## src/hw/revo_settings.svh

```systemverilog
`ifndef REVO_SETTINGS_SVH
`define REVO_SETTINGS_SVH

// buckets in one revolution
`define REVO_BUCKETS 40

// revolutions in one frame9 period
`define FRAME_REVOS 9

`define BUCKET_WIDTH 6
`define REVO_INDEX_WIDTH 4

// prescale is 2**prescale_log2
`define PRESCALE_WIDTH 5

`define MARKER_COUNT 4

`endif

```

## src/hw/revo_pkg.sv

```systemverilog
`include "revo_settings.svh"

package revo_pkg;

	// where the receiver thinks the beam is
	typedef struct packed {
		logic valid;
		logic [`BUCKET_WIDTH-1:0] bucket;
		logic [`REVO_INDEX_WIDTH-1:0] revo_index;
	} revo_position_t;

	// one bit of revo_mask per revolution of the frame9 period
	typedef struct packed {
		logic enable;
		logic [`BUCKET_WIDTH-1:0] bucket;
		logic [`FRAME_REVOS-1:0] revo_mask;
	} bunch_marker_t;

	typedef bunch_marker_t [`MARKER_COUNT-1:0] marker_set_t;

	typedef logic [1:0] marker_id_t;

	typedef enum logic {
		RX_SEARCH,
		RX_LOCKED
	} rx_state_t;

	typedef enum logic {
		GEN_IDLE,
		GEN_RUN
	} gen_state_t;

endpackage

```

## src/hw/revo_generator.sv

```systemverilog
`timescale 1ns/1ps
`include "revo_settings.svh"

module revo_generator (
	input  logic clock,
	input  logic rst,
	input  logic generator_enable,
	output logic revo_out
);
	import revo_pkg::*;

	localparam logic [`BUCKET_WIDTH-1:0] LAST_BUCKET = `BUCKET_WIDTH'(`REVO_BUCKETS - 1);

	gen_state_t state;
	logic [`BUCKET_WIDTH-1:0] bucket;

	always_ff @(posedge clock) begin
		if (rst) begin
			state <= GEN_IDLE;
			bucket <= '0;
			revo_out <= 1'b0;
		end else begin
			revo_out <= 1'b0;
			case (state)
				GEN_IDLE: begin
					if (generator_enable) begin
						state <= GEN_RUN;
						bucket <= '0;
						revo_out <= 1'b1; // first revo right away
					end
				end
				GEN_RUN: begin
					if (!generator_enable) begin
						state <= GEN_IDLE;
						bucket <= '0;
					end else if (bucket == LAST_BUCKET) begin
						bucket <= '0;
						revo_out <= 1'b1;
					end else begin
						bucket <= bucket + 1'b1;
					end
				end
				default: state <= GEN_IDLE;
			endcase
		end
	end

endmodule

```

## src/hw/revo_receiver.sv

```systemverilog
`timescale 1ns/1ps
`include "revo_settings.svh"

module revo_receiver (
	input  logic clock,
	input  logic rst,
	input  logic revo_in,
	output revo_pkg::revo_position_t position,
	output logic frame,
	output logic frame9,
	output logic revo_error
);
	import revo_pkg::*;

	localparam logic [`BUCKET_WIDTH-1:0] LAST_BUCKET = `BUCKET_WIDTH'(`REVO_BUCKETS - 1);
	localparam logic [`REVO_INDEX_WIDTH-1:0] LAST_INDEX = `REVO_INDEX_WIDTH'(`FRAME_REVOS - 1);

	rx_state_t state;
	logic at_wrap;
	logic [`REVO_INDEX_WIDTH-1:0] next_index;

	assign at_wrap = (position.bucket == LAST_BUCKET);
	assign next_index = (position.revo_index == LAST_INDEX) ? '0 : position.revo_index + 1'b1;

	always_ff @(posedge clock) begin
		if (rst) begin
			state <= RX_SEARCH;
			position <= '0;
			frame <= 1'b0;
			frame9 <= 1'b0;
			revo_error <= 1'b0;
		end else begin
			frame <= 1'b0;
			frame9 <= 1'b0;
			revo_error <= 1'b0;
			case (state)
				RX_SEARCH: begin
					if (revo_in) begin
						state <= RX_LOCKED;
						position <= '{valid: 1'b1, bucket: '0, revo_index: '0};
						frame <= 1'b1;
						frame9 <= 1'b1;
					end
				end
				RX_LOCKED: begin
					if (at_wrap && revo_in) begin
						// revo where we predicted it
						position.bucket <= '0;
						position.revo_index <= next_index;
						frame <= 1'b1;
						frame9 <= (next_index == '0);
					end else if (at_wrap) begin
						// revo missing so the lock is gone
						state <= RX_SEARCH;
						position <= '0;
						revo_error <= 1'b1;
					end else if (revo_in) begin
						// misplaced revo restarts the lock here
						position <= '{valid: 1'b1, bucket: '0, revo_index: '0};
						revo_error <= 1'b1;
						frame <= 1'b1;
						frame9 <= 1'b1;
					end else begin
						position.bucket <= position.bucket + 1'b1;
					end
				end
				default: state <= RX_SEARCH;
			endcase
		end
	end

endmodule

```

## src/hw/bunch_marker_table.sv

```systemverilog
`timescale 1ns/1ps
`include "revo_settings.svh"

module bunch_marker_table (
	input  logic clock,
	input  logic rst,
	input  logic cfg_write,
	input  revo_pkg::marker_id_t cfg_index,
	input  revo_pkg::bunch_marker_t cfg_marker,
	output revo_pkg::marker_set_t markers
);
	import revo_pkg::*;

	logic [`MARKER_COUNT-1:0] write_select;

	// one-hot write enable per marker
	always_comb begin
		write_select = '0;
		for (int i = 0; i < `MARKER_COUNT; i++) begin
			if (cfg_index == marker_id_t'(i)) begin
				write_select[i] = cfg_write;
			end
		end
	end

	always_ff @(posedge clock) begin
		if (rst) begin
			markers <= '0; // all disabled
		end else begin
			for (int i = 0; i < `MARKER_COUNT; i++) begin
				if (write_select[i]) begin
					markers[i] <= cfg_marker;
				end
			end
		end
	end

endmodule

```

## src/hw/trigger_generator.sv

```systemverilog
`timescale 1ns/1ps
`include "revo_settings.svh"

module trigger_generator (
	input  logic clock,
	input  logic rst,
	input  revo_pkg::revo_position_t position,
	input  revo_pkg::marker_set_t markers,
	input  logic trigger_enable,
	input  logic [`PRESCALE_WIDTH-1:0] prescale_log2,
	output logic xrm_trigger,
	output revo_pkg::marker_id_t trigger_marker
);
	import revo_pkg::*;

	// wide enough for the largest prescale exponent
	localparam int COUNT_WIDTH = 1 << `PRESCALE_WIDTH;

	logic [`MARKER_COUNT-1:0] hit;
	logic any_hit;
	marker_id_t hit_id;
	logic [COUNT_WIDTH-1:0] hit_count;
	logic [COUNT_WIDTH-1:0] prescale_mask;
	logic selected;

	always_comb begin
		for (int i = 0; i < `MARKER_COUNT; i++) begin
			hit[i] = markers[i].enable && position.valid
				&& (markers[i].bucket == position.bucket)
				&& markers[i].revo_mask[position.revo_index];
		end
	end

	// lowest marker wins
	always_comb begin
		any_hit = 1'b0;
		hit_id = '0;
		for (int i = `MARKER_COUNT - 1; i >= 0; i--) begin
			if (hit[i]) begin
				any_hit = 1'b1;
				hit_id = marker_id_t'(i);
			end
		end
	end

	assign prescale_mask = (COUNT_WIDTH'(1) << prescale_log2) - 1'b1;
	assign selected = ((hit_count & prescale_mask) == '0);

	always_ff @(posedge clock) begin
		if (rst) begin
			hit_count <= '0;
			xrm_trigger <= 1'b0;
		end else begin
			xrm_trigger <= trigger_enable && any_hit && selected;
			if (!trigger_enable) begin
				hit_count <= '0; // first hit after enable always fires
			end else if (any_hit) begin
				hit_count <= hit_count + 1'b1;
			end
		end
	end

	always_ff @(posedge clock) begin
		if (any_hit) begin
			trigger_marker <= hit_id;
		end
	end

endmodule

```

## src/hw/revo_trigger_system.sv

```systemverilog
`timescale 1ns/1ps
`include "revo_settings.svh"

module revo_trigger_system (
	input  logic clock,
	input  logic rst,
	input  logic generator_enable,
	output logic revo_out,
	input  logic revo_in,
	input  logic cfg_write,
	input  revo_pkg::marker_id_t cfg_index,
	input  revo_pkg::bunch_marker_t cfg_marker,
	input  logic trigger_enable,
	input  logic [`PRESCALE_WIDTH-1:0] prescale_log2,
	output logic frame,
	output logic frame9,
	output logic revo_error,
	output logic xrm_trigger,
	output revo_pkg::marker_id_t trigger_marker
);
	import revo_pkg::*;

	revo_position_t position;
	marker_set_t markers;

	// transmitting side that leaves the chip
	revo_generator generator (
		.clock(clock),
		.rst(rst),
		.generator_enable(generator_enable),
		.revo_out(revo_out)
	);

	revo_receiver receiver (
		.clock(clock),
		.rst(rst),
		.revo_in(revo_in),
		.position(position),
		.frame(frame),
		.frame9(frame9),
		.revo_error(revo_error)
	);

	bunch_marker_table marker_table (
		.clock(clock),
		.rst(rst),
		.cfg_write(cfg_write),
		.cfg_index(cfg_index),
		.cfg_marker(cfg_marker),
		.markers(markers)
	);

	trigger_generator trigger (
		.clock(clock),
		.rst(rst),
		.position(position),
		.markers(markers),
		.trigger_enable(trigger_enable),
		.prescale_log2(prescale_log2),
		.xrm_trigger(xrm_trigger),
		.trigger_marker(trigger_marker)
	);

endmodule

```

## config.mk

```make
export PLATFORM = sky130hd
export DESIGN_NAME = revo_trigger_system
export DESIGN_NICKNAME = d
export VERILOG_FILES = /design/src/hw/revo_pkg.sv /design/src/hw/revo_generator.sv /design/src/hw/revo_receiver.sv /design/src/hw/bunch_marker_table.sv /design/src/hw/trigger_generator.sv /design/src/hw/revo_trigger_system.sv
export VERILOG_INCLUDE_DIRS = /design/src /design/src/hw
export SDC_FILE = /design/constraint.sdc
export NUM_CORES = 1
export LEC_CHECK = 0
export BUFFER_PORTS_ARGS = -buffer_cell sky130_fd_sc_hd__buf_2
export CORE_MARGIN = 3
export CORE_UTILIZATION = 55
export CTS_CLUSTER_DIAMETER = 50
export CTS_CLUSTER_SIZE = 25
export DETAILED_ROUTE_END_ITERATION = 8
export HOLD_SLACK_MARGIN = 0.15
export PLACE_DENSITY = 0.73
export SLEW_MARGIN = 25
export SYNTH_ARGS = -nofsm -noshare
export SYNTH_HDL_FRONTEND = slang
export SYNTH_SLANG_ARGS = --single-unit
export TNS_END_PERCENT = 1
```

## constraint.sdc

```tcl
create_clock -name clock -period 3.2 [get_ports clock]
set_input_delay 0.48 -clock clock [delete_from_list [all_inputs] [get_ports clock]]
set_output_delay 0.48 -clock clock [all_outputs]
set_load 0.1 [all_outputs]
```

======== After elaboration in Yosys (flattened, before gate mapping) ========
Index checks and enable logic that the tools add are counted.
word-level totals
  output and inout bits ................... 7
  input port bits ......................... 29
  flip-flop bits (word level) ............. 122
  word-level logic and storage cells ...... 121
cells by class
  eq/ne operators ......................... 15
  magnitude comparators ................... 1
  reduce and logical (&&, ||, !) cells .... 23
  multiplexer cells ....................... 46
  $add $sub $neg .......................... 5
  bitwise operators ....................... 4
  shift operators ......................... 1
operators with widths
  cell                   count
  $add 32x1->32 const B  1
  $and 32x32->32         1
  $logic_not 32->1       1
  $shl 1x5->32 const A   1
  $sub 32x1->32 const B  1
  $mux 1                 25
  $eq 6x6->1             4
  $mux 6                 4
  $mux 11                2
  $pmux 11 s2            1
  $bmux 1 s4             4
  $logic_and 1x1->1      15
  $add 6x1->6 const B    2
  $eq 6x6->1 const B     2
  $pmux 6 s2             1
  $mux 10                1
  $mux 4                 2
  $pmux 1 s2             4
  $ne 2x2->1 const B     3
  $lt 4x5->1 const B     1
  $add 4x1->4 const B    1
  $eq 2x2->1 const B     2
  $eq 4x4->1 const B     1
  $logic_not 4->1        1
  other kinds (10)       14

======== Depth between registers and ports, before layout ========
  depth in word-level cells ............... 9
  depth in mapped cells ................... 12
  depth with buffers taken out ............ 9

======== By module ========
Synthesis repeated with hierarchy kept, for this count alone.
unflattened totals
  cell total of the unflattened synthesis .. 761
  area, all modules ....................... 6989.2 um^2
modules (own cells, without submodules)
  module              cells an instance  area each (um^2)  instances  sequential area each (um^2)
  trigger_generator   407                3278.1            1          700.7
  bunch_marker_table  229                2549.9            1          1281.2
  revo_receiver       83                 767.0             1          300.3
  revo_generator      42                 394.1             1          160.2

======== Least setup slack after synthesis ========
OpenSTA, ideal clock, no wires.
  path type ............................... input to register
  from .................................... input port prescale_log2[3]
  to ...................................... register trigger.xrm_trigger
  setup slack ............................. 435 ps
  required time ........................... 3139 ps
  buffers on the path ..................... 4
  library setup time ...................... 61 ps
  stages on the path ...................... 12
  arrival time ............................ 2704 ps
  cells stage by stage .................... clkbuf_1 -> clkbuf_1 -> nor3_1 -> nand2_1 -> ha_1 -> clkbuf_1 -> clkbuf_1 -> nor2_1 -> a22oi_1 -> o22ai_1 -> a221oi_1 -> and4_1
on the way
  cells in the longest elaborated chain, start to end .. 5
ends and longest elaborated chain
  item                  RTL line                   RTL
  start, declared       revo_trigger_system.sv:14  input logic [`PRESCALE_WIDTH-1:0] prescale_log2,
  $shl 1x5->32          trigger_generator.sv:46    assign prescale_mask = (COUNT_WIDTH'(1) << prescale_log2) - 1'b1;
  $sub 32x1->32         trigger_generator.sv:46
  $and 32x32->32        trigger_generator.sv:47    assign selected = ((hit_count & prescale_mask) == '0);
  $logic_not 32->1      trigger_generator.sv:47
  $logic_and 1x1->1     trigger_generator.sv:54    xrm_trigger <= trigger_enable && any_hit && selected;
  end signal, assigned  trigger_generator.sv:54
  end, declared         trigger_generator.sv:11    output logic xrm_trigger,
No other way between the ends.
A chain may end at the register's enable or synchronous reset.

======== Worst setup path after layout ========
  from .................................... register receiver.position[0] (netlist name)
  to ...................................... register trigger.xrm_trigger
on the way
  cells in the longest elaborated chain, start to end .. 9
  elaborated cells between the ends (all ways) .. 18
ends and longest elaborated chain
  item                                 RTL line                 RTL
  $bmux 1 s4                           trigger_generator.sv:30  && markers[i].revo_mask[position.revo_index];
  $mux 1 (implied by the code)         trigger_generator.sv:30
  $logic_and 1x1->1                    trigger_generator.sv:30
  $mux 1 (3 in series)                 trigger_generator.sv:39  if (hit[i]) begin
  $mux 1 (*)                           trigger_generator.sv:39
  $logic_and 1x1->1 (*) (2 in series)  trigger_generator.sv:54
Mark *: on every way between the ends. The rest lies on a longest branch, timed or not. The select of a mux whose other input is x is not followed.

==> flow_metrics.env <==
export IMPL_outcome="completed"
export IMPL_wl_met1_um=7890
export IMPL_synth_top_area_share=0.355
export IMPL_finalSetupTns_ns=0
export IMPL_clock_insertion_delay_worst_skew_ns=0.42
export IMPL_unrepaired_setup_endpoints_after_global_routing="false"
export IMPL_power_density_cell_area_nw_per_um2=501
export IMPL_yosysUniqueCellTypes=70
export IMPL_placement_rows=39
export IMPL_synth_top_cells_by_area="sky130_fd_sc_hd__dfxtp_1 (36%), sky130_fd_sc_hd__nand2_1 (11%), sky130_fd_sc_hd__a21oi_1 (8.1%), sky130_fd_sc_hd__mux2i_1 (4.3%), sky130_fd_sc_hd__xor2_1 (3.4%)"
export IMPL_worst_hold_path_endpoint="marker_table.markers[0]"
export IMPL_initial_utilization=0.575
export IMPL_worstSetupStartpointType="register"
export IMPL_cts_path_max_buffers=2
export IMPL_fin_worst_skew_ns=0.00726
export IMPL_grt_antenna_before_repair=0
export IMPL_power_leakage_nw=2.69
export IMPL_numCtsBuffers=17
export IMPL_yosysTopAreaCell="sky130_fd_sc_hd__dfxtp_1"
export IMPL_num_vias=6169
export IMPL_cts_tree="done"
export IMPL_fin_nets=886
export IMPL_drt_iter0_markers=746
export IMPL_pin_count=36
export IMPL_syn2layout_area_growth_pct=10.8
export IMPL_io_buffer_count=35
export IMPL_cts_repair_resize_count=0
export IMPL_syn_num_nets=884
export IMPL_timing_critical_path_arrival_ns=2.98
export IMPL_hold_path_startpoint="cfg_marker[0]"
export IMPL_ys_ff_latch=121
export IMPL_die_width_um=116
export IMPL_critical_path_reg2reg_endpoint="trigger.xrm_trigger"
export IMPL_post_cts_hold_buffers=0
export IMPL_total_length_of_routed_wires_um=16800
export IMPL_grt_util_all_layers=0.259
export IMPL_drv_cap=0
export IMPL_cts_root_buf="sky130_fd_sc_hd__clkbuf_16"
export IMPL_ys_async_sr_fraction=0
export IMPL_final_count_of_negative_setup_slack_endpoints=0
export IMPL_worstMarginPinSlew_ns=0.893
export IMPL_synth_edff_count=2
export IMPL_slew_viol_final=0
export IMPL_design_core_area_um2=11700
export IMPL_finalPower_mw=3.72
export IMPL_grt_overflow_total=0
export IMPL_weighted_congestion_reported_at_the_end_of_routability_driven_placement=0.903
export IMPL_cts_htree_levels=4
export IMPL_worstSetupEndpointType="register"
export IMPL_final_period_util=0.837
export IMPL_highest_signal_layer="met4"
export IMPL_synth_top_cells_by_count="sky130_fd_sc_hd__nand2_1 (188), sky130_fd_sc_hd__dfxtp_1 (119), sky130_fd_sc_hd__a21oi_1 (108)"
export IMPL_worstReg2RegStart="receiver.position[0]"
export IMPL_hp_class="in -> reg"
export IMPL_first_global_vias=5553
export IMPL_vdd_ir_drop_worst_mv=0.525
export IMPL_whs_path_depth=3
export IMPL_grt_max_degree=87
export IMPL_dr_pass1_iters=5
export IMPL_postSynth_topFlopCell="sky130_fd_sc_hd__dfxtp_1"
export IMPL_synth_avg_cell_area_um2=7.89
export IMPL_slew_headroom=0.404
export IMPL_clock_period_minus_worst_slack_ns=2.68
export IMPL_grt_pass1_wl_um=27800
export IMPL_detailroute_wirelength_met3_um=1280
export IMPL_yosys_warnings=0
export IMPL_post_synth_top_count_cell="sky130_fd_sc_hd__nand2_1"
export IMPL_drive_above_1_share=0.124
export IMPL_postRouteAntennaNets=0
export IMPL_setup_fix_buffers_added_after_clock_tree_synthesis=0
export IMPL_drc_errors=0
export IMPL_detailed_placement_wirelength_estimate_um=11300
export IMPL_fmax_mhz=374
export IMPL_wl_per_cell_um=16.7
export IMPL_dieHeight_um=116
export IMPL_fp_dieArea_um2=13500
export IMPL_worstPathRequired_ns=3.50
export IMPL_clock_sinks=121
export IMPL_number_of_hold_slack_violations_in_the_final_timing_report=0
export IMPL_antenna_cells=0
export IMPL_synth_yosys_seq_area_share=0.364
export IMPL_setup_reg_to_reg_worst_slack_ns=0.52
export IMPL_route_detailed_vias_per_inst=6.14
export IMPL_detailed_routed_wire_length_on_met2_um=7340
export IMPL_netlist_instances=849
export IMPL_syn_cell_area_um2=6700
export IMPL_critical_path_class="reg -> reg"
export IMPL_worst_setup_hold_path_clk_slew_ns=0.06
export IMPL_reg2reg_depth=7
export IMPL_cp_max_fo=41
[cell families after synthesis]
group / Yosys count / synth area share
AOI/OAI and AO/OA: 216 / 0.209
muxes: 34 / 0.0584
adders and majority gates: 7 / 0.0127
buffers and inverters: 79 / 0.0558
xor gates and xnor gates: 29 / 0.0379
and+or+nand+nor: 363 / 0.262
DFF: 121 / 0.364
[sequential cells by signal, indices dropped and copies added, names as in the netlist]
name                    count
marker_table.markers       64
receiver.frame              1
generator.bucket            6
receiver.frame9             1
receiver.position          11
receiver.state              1
trigger.hit_count          31
trigger.trigger_marker      2
generator.revo_out          1
receiver.revo_error         1
trigger.xrm_trigger         1
generator.state             1
[final cells by class]
class                   instances  area (µm²)
multi-input cells             649        3890
fillers                      1015        4240
well taps                     143         179
clock buffers                  23         458
flip-flops and latches        121        2440
repair buffers                 51         295
inverters                      11        41.3
clock inverters                 7         119
[critical path, cell delays in order, from the launching register on]
cell                       delay [ns]
sky130_fd_sc_hd__dfxtp_1         0.59
sky130_fd_sc_hd__buf_4           0.24
sky130_fd_sc_hd__mux4_2          0.52
sky130_fd_sc_hd__nand2b_1        0.18
sky130_fd_sc_hd__nand3_1         0.17
sky130_fd_sc_hd__o31a_4          0.46
sky130_fd_sc_hd__nand2_1         0.20
sky130_fd_sc_hd__and4_1          0.20
[worst max path at each step]
stage,endpoint,slack [ns],cells after the start,from
after floorplan,trigger.xrm_trigger,0.44,12,prescale_log2[3]
after global placement,trigger.xrm_trigger,0.36,11,prescale_log2[2]
after detailed placement,trigger.xrm_trigger,0.31,11,prescale_log2[2]
after CTS,trigger.xrm_trigger,0.52,7,receiver.position[0]
after global routing,trigger.hit_count[26],0.39,7,receiver.position[0]
final,trigger.xrm_trigger,0.52,7,receiver.position[0]
[stage by stage]
stage / cells / instance area, µm² / setup slack [ns] / utilization / hold slack [ns]
floorplan: 849 / 6700 / 0.435 / - / 0.433
global placement: 975 / 6850 / 0.358 / 0.587 / 0.439
detailed placement: 975 / 6850 / 0.314 / 0.587 / 0.446
CTS: 1005 / 7430 / 0.524 / 0.637 / 0.320
global route: 1005 / 7430 / 0.388 / 0.637 / 0.325
finish: 1005 / 7430 / 0.523 / 0.637 / 0.334
[layout by cell type (no fill, tap or decap), types with 19 or more instances in the layout]
master                       n
sky130_fd_sc_hd__mux2i_1    29
sky130_fd_sc_hd__nand2b_1   22
sky130_fd_sc_hd__nand3_1    19
sky130_fd_sc_hd__nor2_1     30
sky130_fd_sc_hd__a21oi_1   108
sky130_fd_sc_hd__buf_2      35
sky130_fd_sc_hd__dfxtp_1   119
sky130_fd_sc_hd__nor3_1     20
sky130_fd_sc_hd__xor2_1     26
sky130_fd_sc_hd__nand2_1   188
[routing by layer]
layer / global-route usage / vias to the layer above
li1: - / 3014
met1: 0.374 / 2896
met2: 0.384 / 227
met3: 0.0622 / 32
met4: 0.0820 / 0
met5: 0 / -
[where the power goes]
part | total [mW] | switching (mW) | internal, mW
sequential | 1.57 | 0.0245 | 1.54
combinational | 0.268 | 0.180 | 0.0881
clock | 1.89 | 0.652 | 1.24
total | 3.72 | 0.856 | 2.87
(Power assumes the default switching activity.)
